==> src/verilog/hci_pkg.sv <==
// Widths, queue depths and register map of the PIO front end
// Threshold fields are 4 bits wide and sit at bits 3:0 and 11:8 of their registers
`default_nettype none

package hci_pkg;

  localparam int unsigned DataWidth   = 32;
  localparam int unsigned CmdDwords   = 2;
  localparam int unsigned CmdWidth    = DataWidth * CmdDwords;
  localparam int unsigned CmdCntWidth = $clog2(CmdDwords);

  // Queue depths in entries
  localparam int unsigned CmdDepth  = 8;
  localparam int unsigned TxDepth   = 16;
  localparam int unsigned RxDepth   = 16;
  localparam int unsigned RespDepth = 8;

  localparam int unsigned ThldWidth = 4;
  localparam int unsigned AddrWidth = 3;

  // Register offsets
  localparam logic [AddrWidth-1:0] RegResetCtrl   = 3'd0;
  localparam logic [AddrWidth-1:0] RegQueueThld   = 3'd1; // cmd 3:0, resp 11:8
  localparam logic [AddrWidth-1:0] RegDataThld    = 3'd2; // rx 3:0, tx 11:8
  localparam logic [AddrWidth-1:0] RegCmdPort     = 3'd3;
  localparam logic [AddrWidth-1:0] RegXferPort    = 3'd4;
  localparam logic [AddrWidth-1:0] RegRespPort    = 3'd5;
  localparam logic [AddrWidth-1:0] RegQueueStatus = 3'd6;

  typedef struct packed {
    logic                 wr;
    logic [AddrWidth-1:0] addr;
    logic [DataWidth-1:0] wdata;
  } reg_req_t;

  typedef struct packed {
    logic                 ack;
    logic                 err;
    logic [DataWidth-1:0] rdata;
  } reg_rsp_t;

  // Cast to a vector this gives cmd in bit 0, resp in bit 3
  typedef struct packed {
    logic resp;
    logic tx;
    logic rx;
    logic cmd;
  } queue_flags_t;

  typedef struct packed {
    logic [ThldWidth-1:0] cmd;
    logic [ThldWidth-1:0] rx;
    logic [ThldWidth-1:0] tx;
    logic [ThldWidth-1:0] resp;
  } thld_t;

endpackage

`default_nettype wire

==> src/verilog/hci_sync_fifo.sv <==
// Circular buffer with an occupancy counter, so full and empty are exact
// Flush drops all entries in one cycle
`timescale 1ns/1ps
`default_nettype none

module hci_sync_fifo #(
  parameter int unsigned Width = 32,
  parameter int unsigned Depth = 8
) (
  input  logic             clk_i,
  input  logic             rst_ni,
  input  logic             flush_i,
  input  logic             wvalid_i,
  output logic             wready_o,
  input  logic [Width-1:0] wdata_i,
  output logic             rvalid_o,
  input  logic             rready_i,
  output logic [Width-1:0] rdata_o,
  output logic             empty_o
);

  logic [Width-1:0]           mem_q [Depth];
  logic [$clog2(Depth)-1:0]   wptr_q;
  logic [$clog2(Depth)-1:0]   rptr_q;
  logic [$clog2(Depth+1)-1:0] count_q;
  logic                       push;
  logic                       pop;

  assign wready_o = count_q != Depth;
  assign rvalid_o = count_q != '0;
  assign empty_o  = count_q == '0;
  assign rdata_o  = mem_q[rptr_q];
  assign push     = wvalid_i && wready_o;
  assign pop      = rvalid_o && rready_i;

  always_ff @(posedge clk_i or negedge rst_ni) begin
    if (!rst_ni) begin
      wptr_q  <= '0;
      rptr_q  <= '0;
      count_q <= '0;
    end else if (flush_i) begin
      wptr_q  <= '0;
      rptr_q  <= '0;
      count_q <= '0;
    end else begin
      if (push) begin
        wptr_q <= (wptr_q == Depth - 1) ? '0 : wptr_q + 1'b1;
      end
      if (pop) begin
        rptr_q <= (rptr_q == Depth - 1) ? '0 : rptr_q + 1'b1;
      end
      case ({push, pop})
        2'b10:   count_q <= count_q + 1'b1;
        2'b01:   count_q <= count_q - 1'b1;
        default: count_q <= count_q; // Idle or simultaneous push and pop
      endcase
    end
  end

  always_ff @(posedge clk_i) begin
    if (push) begin
      mem_q[wptr_q] <= wdata_i;
    end
  end

endmodule

`default_nettype wire

==> src/verilog/hci_read_buffer.sv <==
// One-entry buffer between a queue and a readable port
`timescale 1ns/1ps
`default_nettype none

module hci_read_buffer (
  input  logic                          clk_i,
  input  logic                          rst_ni,
  input  logic                          flush_i,
  input  logic                          fifo_valid_i,
  output logic                          fifo_ready_o,
  input  logic [hci_pkg::DataWidth-1:0] fifo_data_i,
  output logic                          valid_o,
  output logic [hci_pkg::DataWidth-1:0] data_o,
  input  logic                          pop_i
);
  import hci_pkg::*;

  logic                 valid_q;
  logic [DataWidth-1:0] data_q;

  assign fifo_ready_o = !valid_q; // Fill only when empty
  assign valid_o      = valid_q;
  assign data_o       = data_q;

  always_ff @(posedge clk_i or negedge rst_ni) begin
    if (!rst_ni) begin
      valid_q <= 1'b0;
    end else if (flush_i || pop_i) begin
      valid_q <= 1'b0;
    end else if (fifo_valid_i) begin
      valid_q <= 1'b1;
    end
  end

  always_ff @(posedge clk_i) begin
    if (fifo_valid_i && fifo_ready_o) begin
      data_q <= fifo_data_i;
    end
  end

endmodule

`default_nettype wire

==> src/verilog/hci_queue_ctrl.sv <==
// Clears queue reset bits once the queue is empty and clamps thresholds to the depths
// RX and TX thresholds are log2 encoded, command and response ones are entry counts
`timescale 1ns/1ps
`default_nettype none

module hci_queue_ctrl (
  input  logic                  clk_i,
  input  logic                  rst_ni,
  input  hci_pkg::queue_flags_t qrst_i,
  input  hci_pkg::queue_flags_t empty_i,
  output hci_pkg::queue_flags_t qrst_clr_o,
  input  hci_pkg::thld_t        thld_i,
  output hci_pkg::thld_t        thld_o
);
  import hci_pkg::*;

  always_ff @(posedge clk_i or negedge rst_ni) begin
    if (!rst_ni) begin
      qrst_clr_o <= '0;
      thld_o     <= '0;
    end else begin
      qrst_clr_o <= qrst_i & empty_i;

      thld_o.cmd <= (thld_i.cmd > CmdDepth) ? ThldWidth'(CmdDepth) : thld_i.cmd;

      // 2^(rx+1) must stay below the RX depth
      if ((32'd1 << (thld_i.rx + 1)) >= RxDepth) begin
        thld_o.rx <= ThldWidth'($clog2(RxDepth) - 2);
      end else begin
        thld_o.rx <= thld_i.rx;
      end

      // 2^(tx+1) may reach the TX depth
      if ((32'd1 << (thld_i.tx + 1)) > TxDepth) begin
        thld_o.tx <= ThldWidth'($clog2(TxDepth) - 1);
      end else begin
        thld_o.tx <= thld_i.tx;
      end

      thld_o.resp <= (thld_i.resp >= RespDepth) ? ThldWidth'(RespDepth - 1) : thld_i.resp;
    end
  end

endmodule

`default_nettype wire

==> src/verilog/hci_cmd_assembler.sv <==
// Collects CmdDwords data words into one command, word 0 in the low bits
// Holds off new words while a complete command waits for the queue
`timescale 1ns/1ps
`default_nettype none

module hci_cmd_assembler (
  input  logic                         clk_i,
  input  logic                         rst_ni,
  input  logic                         flush_i,
  input  logic                         word_valid_i,
  output logic                         word_ready_o,
  input  logic [hci_pkg::DataWidth-1:0] word_i,
  output logic                         cmd_valid_o,
  input  logic                         cmd_ready_i,
  output logic [hci_pkg::CmdWidth-1:0] cmd_o
);
  import hci_pkg::*;

  logic [CmdCntWidth-1:0] cnt_q;   // Next word position
  logic                   valid_q;
  logic [CmdWidth-1:0]    cmd_q;
  logic                   word_take;
  logic                   last_word;

  assign word_ready_o = !valid_q;
  assign word_take    = word_valid_i && word_ready_o;
  assign last_word    = cnt_q == CmdCntWidth'(CmdDwords - 1);
  assign cmd_valid_o  = valid_q;
  assign cmd_o        = cmd_q;

  always_ff @(posedge clk_i or negedge rst_ni) begin
    if (!rst_ni) begin
      cnt_q   <= '0;
      valid_q <= 1'b0;
    end else if (flush_i) begin
      cnt_q   <= '0;
      valid_q <= 1'b0;
    end else if (word_take) begin
      cnt_q   <= last_word ? '0 : cnt_q + 1'b1;
      valid_q <= last_word; // Offered in the cycle after the last word
    end else if (valid_q && cmd_ready_i) begin
      valid_q <= 1'b0;
    end
  end

  always_ff @(posedge clk_i) begin
    if (word_take) begin
      cmd_q[cnt_q*DataWidth +: DataWidth] <= word_i;
    end
  end

endmodule

`default_nettype wire

==> src/verilog/hci_reg_decode.sv <==
// Four-phase register port with one access in flight at a time
// Port accesses stall until the queue handshake completes; offset 7 answers with err
`timescale 1ns/1ps
`default_nettype none

module hci_reg_decode (
  input  logic                          clk_i,
  input  logic                          rst_ni,
  input  logic                          reg_req_i,
  input  hci_pkg::reg_req_t             reg_i,
  output hci_pkg::reg_rsp_t             reg_o,
  output hci_pkg::queue_flags_t         qrst_o,
  input  hci_pkg::queue_flags_t         qrst_clr_i,
  input  hci_pkg::queue_flags_t         empty_i,
  output hci_pkg::thld_t                thld_o,
  output logic                          cmd_wvalid_o,
  input  logic                          cmd_wready_i,
  output logic [hci_pkg::DataWidth-1:0] cmd_wdata_o,
  output logic                          tx_wvalid_o,
  input  logic                          tx_wready_i,
  output logic [hci_pkg::DataWidth-1:0] tx_wdata_o,
  input  logic                          rx_valid_i,
  input  logic [hci_pkg::DataWidth-1:0] rx_data_i,
  output logic                          rx_pop_o,
  input  logic                          resp_valid_i,
  input  logic [hci_pkg::DataWidth-1:0] resp_data_i,
  output logic                          resp_pop_o
);
  import hci_pkg::*;

  typedef enum logic [1:0] {
    Idle,
    Wait,
    Ack,
    Release
  } state_e;

  state_e               state_q;
  logic                 active;   // Request seen, not yet answered
  logic                 reg_wr;   // First cycle of a write
  logic                 done;     // Target has completed the access
  logic                 err_d;
  logic                 err_q;
  logic [DataWidth-1:0] rdata_d;
  logic [DataWidth-1:0] rdata_q;
  queue_flags_t         qrst_q;
  queue_flags_t         qrst_set;
  thld_t                thld_q;

  assign active = reg_req_i && (state_q == Idle || state_q == Wait);
  assign reg_wr = reg_req_i && state_q == Idle && reg_i.wr;

  // Queue routing, writes to a queue under reset are dropped
  assign cmd_wvalid_o = active && reg_i.wr && reg_i.addr == RegCmdPort && !qrst_q.cmd;
  assign cmd_wdata_o  = reg_i.wdata;
  assign tx_wvalid_o  = active && reg_i.wr && reg_i.addr == RegXferPort && !qrst_q.tx;
  assign tx_wdata_o   = reg_i.wdata;
  assign rx_pop_o     = active && !reg_i.wr && reg_i.addr == RegXferPort && rx_valid_i;
  assign resp_pop_o   = active && !reg_i.wr && reg_i.addr == RegRespPort && resp_valid_i;

  assign qrst_set = (reg_wr && reg_i.addr == RegResetCtrl) ?
                    queue_flags_t'(reg_i.wdata[3:0]) : '0;

  // Threshold readback assumes 4-bit fields
  always_comb begin
    done    = 1'b1;
    err_d   = 1'b0;
    rdata_d = '0;
    case (reg_i.addr)
      RegResetCtrl:   rdata_d = DataWidth'(qrst_q);
      RegQueueThld:   rdata_d = DataWidth'({thld_q.resp, 4'b0, thld_q.cmd});
      RegDataThld:    rdata_d = DataWidth'({thld_q.tx, 4'b0, thld_q.rx});
      RegCmdPort:     done = !reg_i.wr || qrst_q.cmd || cmd_wready_i;
      RegXferPort: begin
        rdata_d = rx_data_i;
        done    = reg_i.wr ? (qrst_q.tx || tx_wready_i) : rx_valid_i;
      end
      RegRespPort: begin
        rdata_d = resp_data_i;
        done    = reg_i.wr || resp_valid_i; // Writes here are ignored
      end
      RegQueueStatus: rdata_d = DataWidth'(empty_i);
      default:        err_d = 1'b1;
    endcase
  end

  always_ff @(posedge clk_i or negedge rst_ni) begin
    if (!rst_ni) begin
      state_q <= Idle;
      err_q   <= 1'b0;
    end else begin
      case (state_q)
        Idle, Wait: begin
          if (reg_req_i) begin
            state_q <= done ? Ack : Wait;
          end
        end
        Ack: begin
          if (!reg_req_i) begin
            state_q <= Release; // Ack drops here
          end
        end
        default: state_q <= Idle;
      endcase
      if (active && done) begin
        err_q <= err_d;
      end
    end
  end

  always_ff @(posedge clk_i) begin
    if (active && done) begin
      rdata_q <= rdata_d;
    end
  end

  // Reset bits are set by software and cleared once the queue is empty
  always_ff @(posedge clk_i or negedge rst_ni) begin
    if (!rst_ni) begin
      qrst_q <= '0;
      thld_q <= '0;
    end else begin
      qrst_q <= (qrst_q & ~qrst_clr_i) | qrst_set;
      if (reg_wr && reg_i.addr == RegQueueThld) begin
        thld_q.cmd  <= reg_i.wdata[ThldWidth-1:0];
        thld_q.resp <= reg_i.wdata[8 +: ThldWidth];
      end
      if (reg_wr && reg_i.addr == RegDataThld) begin
        thld_q.rx <= reg_i.wdata[ThldWidth-1:0];
        thld_q.tx <= reg_i.wdata[8 +: ThldWidth];
      end
    end
  end

  assign reg_o  = '{ack: (state_q == Ack), err: err_q, rdata: rdata_q};
  assign qrst_o = qrst_q;
  assign thld_o = thld_q;

endmodule

`default_nettype wire

==> src/verilog/hci_pio_top.sv <==
// PIO front end, bus engine side of all four queues is exposed as valid/ready
// A queue reset bit flushes the FIFO and the block attached to it
`timescale 1ns/1ps
`default_nettype none

module hci_pio_top (
  input  logic                          clk_i,
  input  logic                          rst_ni,
  input  logic                          reg_req_i,
  input  hci_pkg::reg_req_t             reg_i,
  output hci_pkg::reg_rsp_t             reg_o,
  output hci_pkg::thld_t                thld_o,
  output logic                          cmd_rvalid_o,
  input  logic                          cmd_rready_i,
  output logic [hci_pkg::CmdWidth-1:0]  cmd_rdata_o,
  output logic                          tx_rvalid_o,
  input  logic                          tx_rready_i,
  output logic [hci_pkg::DataWidth-1:0] tx_rdata_o,
  input  logic                          rx_wvalid_i,
  output logic                          rx_wready_o,
  input  logic [hci_pkg::DataWidth-1:0] rx_wdata_i,
  input  logic                          resp_wvalid_i,
  output logic                          resp_wready_o,
  input  logic [hci_pkg::DataWidth-1:0] resp_wdata_i
);
  import hci_pkg::*;

  queue_flags_t         qrst;
  queue_flags_t         qrst_clr;
  queue_flags_t         empty;     // One flag per FIFO
  thld_t                thld_raw;  // As written by software

  logic                 cmd_wvalid;
  logic                 cmd_wready;
  logic [DataWidth-1:0] cmd_wdata;
  logic                 asm_valid;
  logic                 asm_ready;
  logic [CmdWidth-1:0]  asm_cmd;

  logic                 tx_wvalid;
  logic                 tx_wready;
  logic [DataWidth-1:0] tx_wdata;

  logic                 rx_fvalid;
  logic                 rx_fready;
  logic [DataWidth-1:0] rx_fdata;
  logic                 rx_valid;
  logic [DataWidth-1:0] rx_data;
  logic                 rx_pop;

  logic                 resp_fvalid;
  logic                 resp_fready;
  logic [DataWidth-1:0] resp_fdata;
  logic                 resp_valid;
  logic [DataWidth-1:0] resp_data;
  logic                 resp_pop;

  hci_reg_decode u_decode (
    .clk_i,
    .rst_ni,
    .reg_req_i,
    .reg_i,
    .reg_o,
    .qrst_o       (qrst),
    .qrst_clr_i   (qrst_clr),
    .empty_i      (empty),
    .thld_o       (thld_raw),
    .cmd_wvalid_o (cmd_wvalid),
    .cmd_wready_i (cmd_wready),
    .cmd_wdata_o  (cmd_wdata),
    .tx_wvalid_o  (tx_wvalid),
    .tx_wready_i  (tx_wready),
    .tx_wdata_o   (tx_wdata),
    .rx_valid_i   (rx_valid),
    .rx_data_i    (rx_data),
    .rx_pop_o     (rx_pop),
    .resp_valid_i (resp_valid),
    .resp_data_i  (resp_data),
    .resp_pop_o   (resp_pop)
  );

  hci_cmd_assembler u_cmd_asm (
    .clk_i,
    .rst_ni,
    .flush_i      (qrst.cmd),
    .word_valid_i (cmd_wvalid),
    .word_ready_o (cmd_wready),
    .word_i       (cmd_wdata),
    .cmd_valid_o  (asm_valid),
    .cmd_ready_i  (asm_ready),
    .cmd_o        (asm_cmd)
  );

  hci_queue_ctrl u_queue_ctrl (
    .clk_i,
    .rst_ni,
    .qrst_i     (qrst),
    .empty_i    (empty),
    .qrst_clr_o (qrst_clr),
    .thld_i     (thld_raw),
    .thld_o
  );

  hci_read_buffer u_rx_buf (
    .clk_i,
    .rst_ni,
    .flush_i      (qrst.rx),
    .fifo_valid_i (rx_fvalid),
    .fifo_ready_o (rx_fready),
    .fifo_data_i  (rx_fdata),
    .valid_o      (rx_valid),
    .data_o       (rx_data),
    .pop_i        (rx_pop)
  );

  hci_read_buffer u_resp_buf (
    .clk_i,
    .rst_ni,
    .flush_i      (qrst.resp),
    .fifo_valid_i (resp_fvalid),
    .fifo_ready_o (resp_fready),
    .fifo_data_i  (resp_fdata),
    .valid_o      (resp_valid),
    .data_o       (resp_data),
    .pop_i        (resp_pop)
  );

  hci_sync_fifo #(.Width(CmdWidth), .Depth(CmdDepth)) u_cmd_fifo (
    .clk_i,
    .rst_ni,
    .flush_i  (qrst.cmd),
    .wvalid_i (asm_valid),
    .wready_o (asm_ready),
    .wdata_i  (asm_cmd),
    .rvalid_o (cmd_rvalid_o),
    .rready_i (cmd_rready_i),
    .rdata_o  (cmd_rdata_o),
    .empty_o  (empty.cmd)
  );

  hci_sync_fifo #(.Width(DataWidth), .Depth(TxDepth)) u_tx_fifo (
    .clk_i,
    .rst_ni,
    .flush_i  (qrst.tx),
    .wvalid_i (tx_wvalid),
    .wready_o (tx_wready),
    .wdata_i  (tx_wdata),
    .rvalid_o (tx_rvalid_o),
    .rready_i (tx_rready_i),
    .rdata_o  (tx_rdata_o),
    .empty_o  (empty.tx)
  );

  hci_sync_fifo #(.Width(DataWidth), .Depth(RxDepth)) u_rx_fifo (
    .clk_i,
    .rst_ni,
    .flush_i  (qrst.rx),
    .wvalid_i (rx_wvalid_i),
    .wready_o (rx_wready_o),
    .wdata_i  (rx_wdata_i),
    .rvalid_o (rx_fvalid),
    .rready_i (rx_fready),
    .rdata_o  (rx_fdata),
    .empty_o  (empty.rx)
  );

  hci_sync_fifo #(.Width(DataWidth), .Depth(RespDepth)) u_resp_fifo (
    .clk_i,
    .rst_ni,
    .flush_i  (qrst.resp),
    .wvalid_i (resp_wvalid_i),
    .wready_o (resp_wready_o),
    .wdata_i  (resp_wdata_i),
    .rvalid_o (resp_fvalid),
    .rready_i (resp_fready),
    .rdata_o  (resp_fdata),
    .empty_o  (empty.resp)
  );

endmodule

`default_nettype wire

==> config.mk <==
export PLATFORM = sky130hd
export DESIGN_NAME = hci_pio_top
export DESIGN_NICKNAME = d
export VERILOG_FILES = /design/src/verilog/hci_pkg.sv /design/src/verilog/hci_sync_fifo.sv /design/src/verilog/hci_read_buffer.sv /design/src/verilog/hci_queue_ctrl.sv /design/src/verilog/hci_cmd_assembler.sv /design/src/verilog/hci_reg_decode.sv /design/src/verilog/hci_pio_top.sv
export SDC_FILE = /design/constraint.sdc
export NUM_CORES = 2
export LEC_CHECK = 0
export BUFFER_PORTS_ARGS = -buffer_cell sky130_fd_sc_hd__buf_2
export CAP_MARGIN = 10
export CORE_ASPECT_RATIO = 1.4
export CORE_UTILIZATION = 51
export DETAILED_ROUTE_END_ITERATION = 16
export PLACE_DENSITY = 0.8
export SYNTH_ARGS = -nofsm -noshare
export SYNTH_HDL_FRONTEND = slang
export SYNTH_SLANG_ARGS = --single-unit
==> constraint.sdc <==
create_clock -name clk_i -period 9.7 [get_ports clk_i]
set_clock_uncertainty 0.15 [all_clocks]
set_input_delay 0.485 -clock clk_i [delete_from_list [all_inputs] [get_ports clk_i]]
set_output_delay 0.485 -clock clk_i [all_outputs]
set_load 0.1 [all_outputs]
==> metrics.cfg <==
[outcome]
outcome=completed

[global_routing]
top_usage_layer=met2
grt_pass1_vias=39876
grt_pass1_wl_um=263400
antenna_found_initial=11
grtUsageMet1_pct=28.53
grt_start_max_net_pins=125
track_usage_pct=23.52
gr-usage-met3_pct=5.798
met2_usage_pct=39.11
globalRouteOverflowTotal=0

[clock_tree]
cts.reportedPaths.clkPinSlew_ps=60
cts_setup_buffers=0
root_buffer=clkbuf_16
clk_latency_ps=810
numCtsBuffers=177
clock_path_buffers=3
cts_hold_buf=99
clock_sinks=2045
tritoncts=yes
cts_resized=0
h-tree-depth=4

[placed_design]
dpl_cell_area_mm2=0.08191
io_buffers=256
post-place-ws_ps=4814
hpwl_um=99000
gp_congestion=0.7978

[floorplan]
initial_core_util_pct=51.42
die_w_um=332.4
die_area_mm2=0.1545
core_mm2=0.1516
die_height_um=464.6
row_count=169
io_pins=257

[power]
sw_frac_of_total_pct=36.32
clockPowerShare_pct=26.7
powerDensity_mw_per_mm2=298.2
peakVddDrop_mv=0.2753
p_switching_mw=9.618
cellInternalPower_mw=16.86
pwr-share-seq_pct=41.8
combPwrFrac_pct=31.4
p_leak_nw=28.83

[run]
drv_cap=0

[route]
drt_pass1_iterations=6
totalWireLength_um=182500
routed_via_density=6.291
post_drt_wl_per_cell_um=29.47
drtAntennaViolNets=0
num_vias=38964
drt_iter0_markers=4065
drc=0

[layout]
area_growth_pct=13.89
drive_above_1_share_pct=28.03
final_area_mm2=0.08879
final_core_util_pct=58.57
final_cell_mix=1952 x edfxtp_1, 387 x mux4_2, 255 x buf_2
nets=4205
layout_commonest_cell=edfxtp_1

[critical_path]
reg2reg_depth=5
worstPathRequired_ps=9070
crit_path_end_kind=output pin
crit_path_end=tx_rdata_o[17]
startpoint=u_tx_fifo.rptr_q[0]
reg2reg_slack_ps=5810
rr_endpoint=u_rx_buf.data_o[13]
crit_path_start_kind=flop
cp.arrival_ps=4990
cp_max_fo=54
r2r_start=u_rx_fifo.rptr_q[0]
crit_type=reg2out

[sta]
maxSlewViolCount=0
rsz0062_at_grt=no
period_needed_ps=5627
fin_setup_tns_ps=0
worst_slew_pin_slew_ps=1249
fmax_mhz=177.7
post-route-period-util_pct=58.01
hold_violations=0
setup_ws_ps=4073
finalSetupViolations=0
timing.slew.headroom_pct=16.73

[synth]
ys_warn_count=0
synth_edf_count=1952
async_reset_ff_share_pct=4.548
ys_seq_area_share_pct=78.17
syn_avg_cell_area_um2=21.47
synth_area_mm2=0.07796
netlist_instances=3632
synth.distinct_cells=68
ys_seq_elements=2045
synth_flop_cell=edfxtp_1

[hold_path]
hold_path_class=in2reg

[per-layer routing]
layer	share of wire, %	vias up
met5	0.037	-
met3	10	453
met4	5.5	12
li1	-	15944
met2	50	2324
met1	35	20231
[metrics by stage]
step                      cells  hold slack [ps]  power (mW)
after floorplan            3636            39.41       17.36
after global placement     5755            254.0       19.34
after detailed placement   5755            266.5       19.46
after CTS                  6186            11.43       26.56
after global routing       6188            53.35       27.28
final                      6194            69.30       26.48
[critical path: stages, from the launching register on]
cell and delay, ps:
dfrtp_4 680, buf_4 870, buf_4 920, mux2i_1 210
a221oi_1 360, a21oi_1 70, o21ai_0 450, buf_2 540
[how the worst min path moves through the flow]
stage	endpoint	cells past startpoint	from	slack, ps
finish	u_tx_fifo.mem_q[7][3]	1	reg_i[3]	70
global route	u_tx_fifo.mem_q[7][3]	1	reg_i[3]	50
CTS	u_tx_fifo.count_q[1]	5	reg_i[35]	10
detailed placement	u_decode.qrst_o[3]	1	u_queue_ctrl.qrst_clr_o[3]	270
global placement	u_decode.qrst_o[1]	1	u_queue_ctrl.qrst_clr_o[1]	250
floorplan	u_cmd_asm.cmd_valid_o	0	rst_ni	40
[cells by family (layout without fill, tap and decap cells)]
group / count (synthesis) / count (layout) / synth area share [%]
simple gates: 291 / 291 / 2.009
compound gates: 378 / 378 / 3.245
xor+xnor: 13 / 13 / 0.1460
buf+inv: 223 / 808 / 1.160
mux: 651 / 651 / 14.75
fa+ha+maj: 30 / 30 / 0.5103
other cells: 1 / 12 / 0.004810
flops: 2045 / 2045 / 78.17
[synth_stat cells (11+ instances only)]
| cell | number | area, um^2 |
|---|---|---|
| a21oi_1 | 97 | 485.5 |
| a221oi_1 | 64 | 560.5 |
| a22o_1 | 24 | 210.2 |
| a22oi_1 | 69 | 518.0 |
| and2_1 | 51 | 319.1 |
| buf_1 | 28 | 105.1 |
| buf_2 | 38 | 190.2 |
| clkbuf_1 | 117 | 439.2 |
| dfrtp_1 | 93 | 2327 |
| edfxtp_1 | 1952 | 58620 |
| ha_1 | 27 | 337.8 |
| inv_1 | 35 | 131.4 |
| mux2_2 | 115 | 1295 |
| mux2i_1 | 149 | 1491 |
| mux4_2 | 387 | 8716 |
| nand2_1 | 39 | 146.4 |
| nand2b_1 | 11 | 68.82 |
| nand3_1 | 13 | 65.06 |
| nor2_1 | 70 | 262.8 |
| nor2b_1 | 40 | 250.2 |
| nor3_1 | 21 | 105.1 |
| o21ai_0 | 77 | 385.4 |
| xnor2_1 | 11 | 96.34 |
[state kept, by name (all words and copies together), names as in the netlist, 3 cells and up]
name                     cells
u_cmd_fifo.mem_q           512
u_rx_fifo.mem_q            512
u_tx_fifo.mem_q            512
u_resp_fifo.mem_q          256
u_cmd_asm.cmd_o             64
u_decode.rdata_q            32
u_resp_buf.data_o           32
u_rx_buf.data_o             32
u_decode.thld_o             16
u_queue_ctrl.thld_o         16
u_rx_fifo.count_q            5
u_tx_fifo.count_q            5
u_cmd_fifo.count_q           4
u_decode.qrst_o              4
u_queue_ctrl.qrst_clr_o      4
u_resp_fifo.count_q          4
u_rx_fifo.rptr_q             4
u_rx_fifo.wptr_q             4
u_tx_fifo.rptr_q             4
u_tx_fifo.wptr_q             4
u_cmd_fifo.rptr_q            3
u_cmd_fifo.wptr_q            3
u_resp_fifo.rptr_q           3
u_resp_fifo.wptr_q           3
[power by group through the flow]
stage	registers, mW	logic (mW)	clock network (mW)
CTS	11.1	8.34	7.14
global placement	11.2	8.14	0
floorplan	11.1	6.24	0
global route	11.1	8.67	7.47
detailed placement	11.2	8.23	0
finish	11.1	8.33	7.07
[layout make-up]
type                    instances  area (um^2)
flip-flops and latches       2045        60980
diodes                          7        17.52
repair buffers                440         2925
clock inverters               109         1105
well taps                    1966         2460
fillers                     10122        62820
multi-input cells            1368        16410
inverters                      36        135.1
clock buffers                 223         4756
Note: power is estimated with default switching activity, not from simulation.
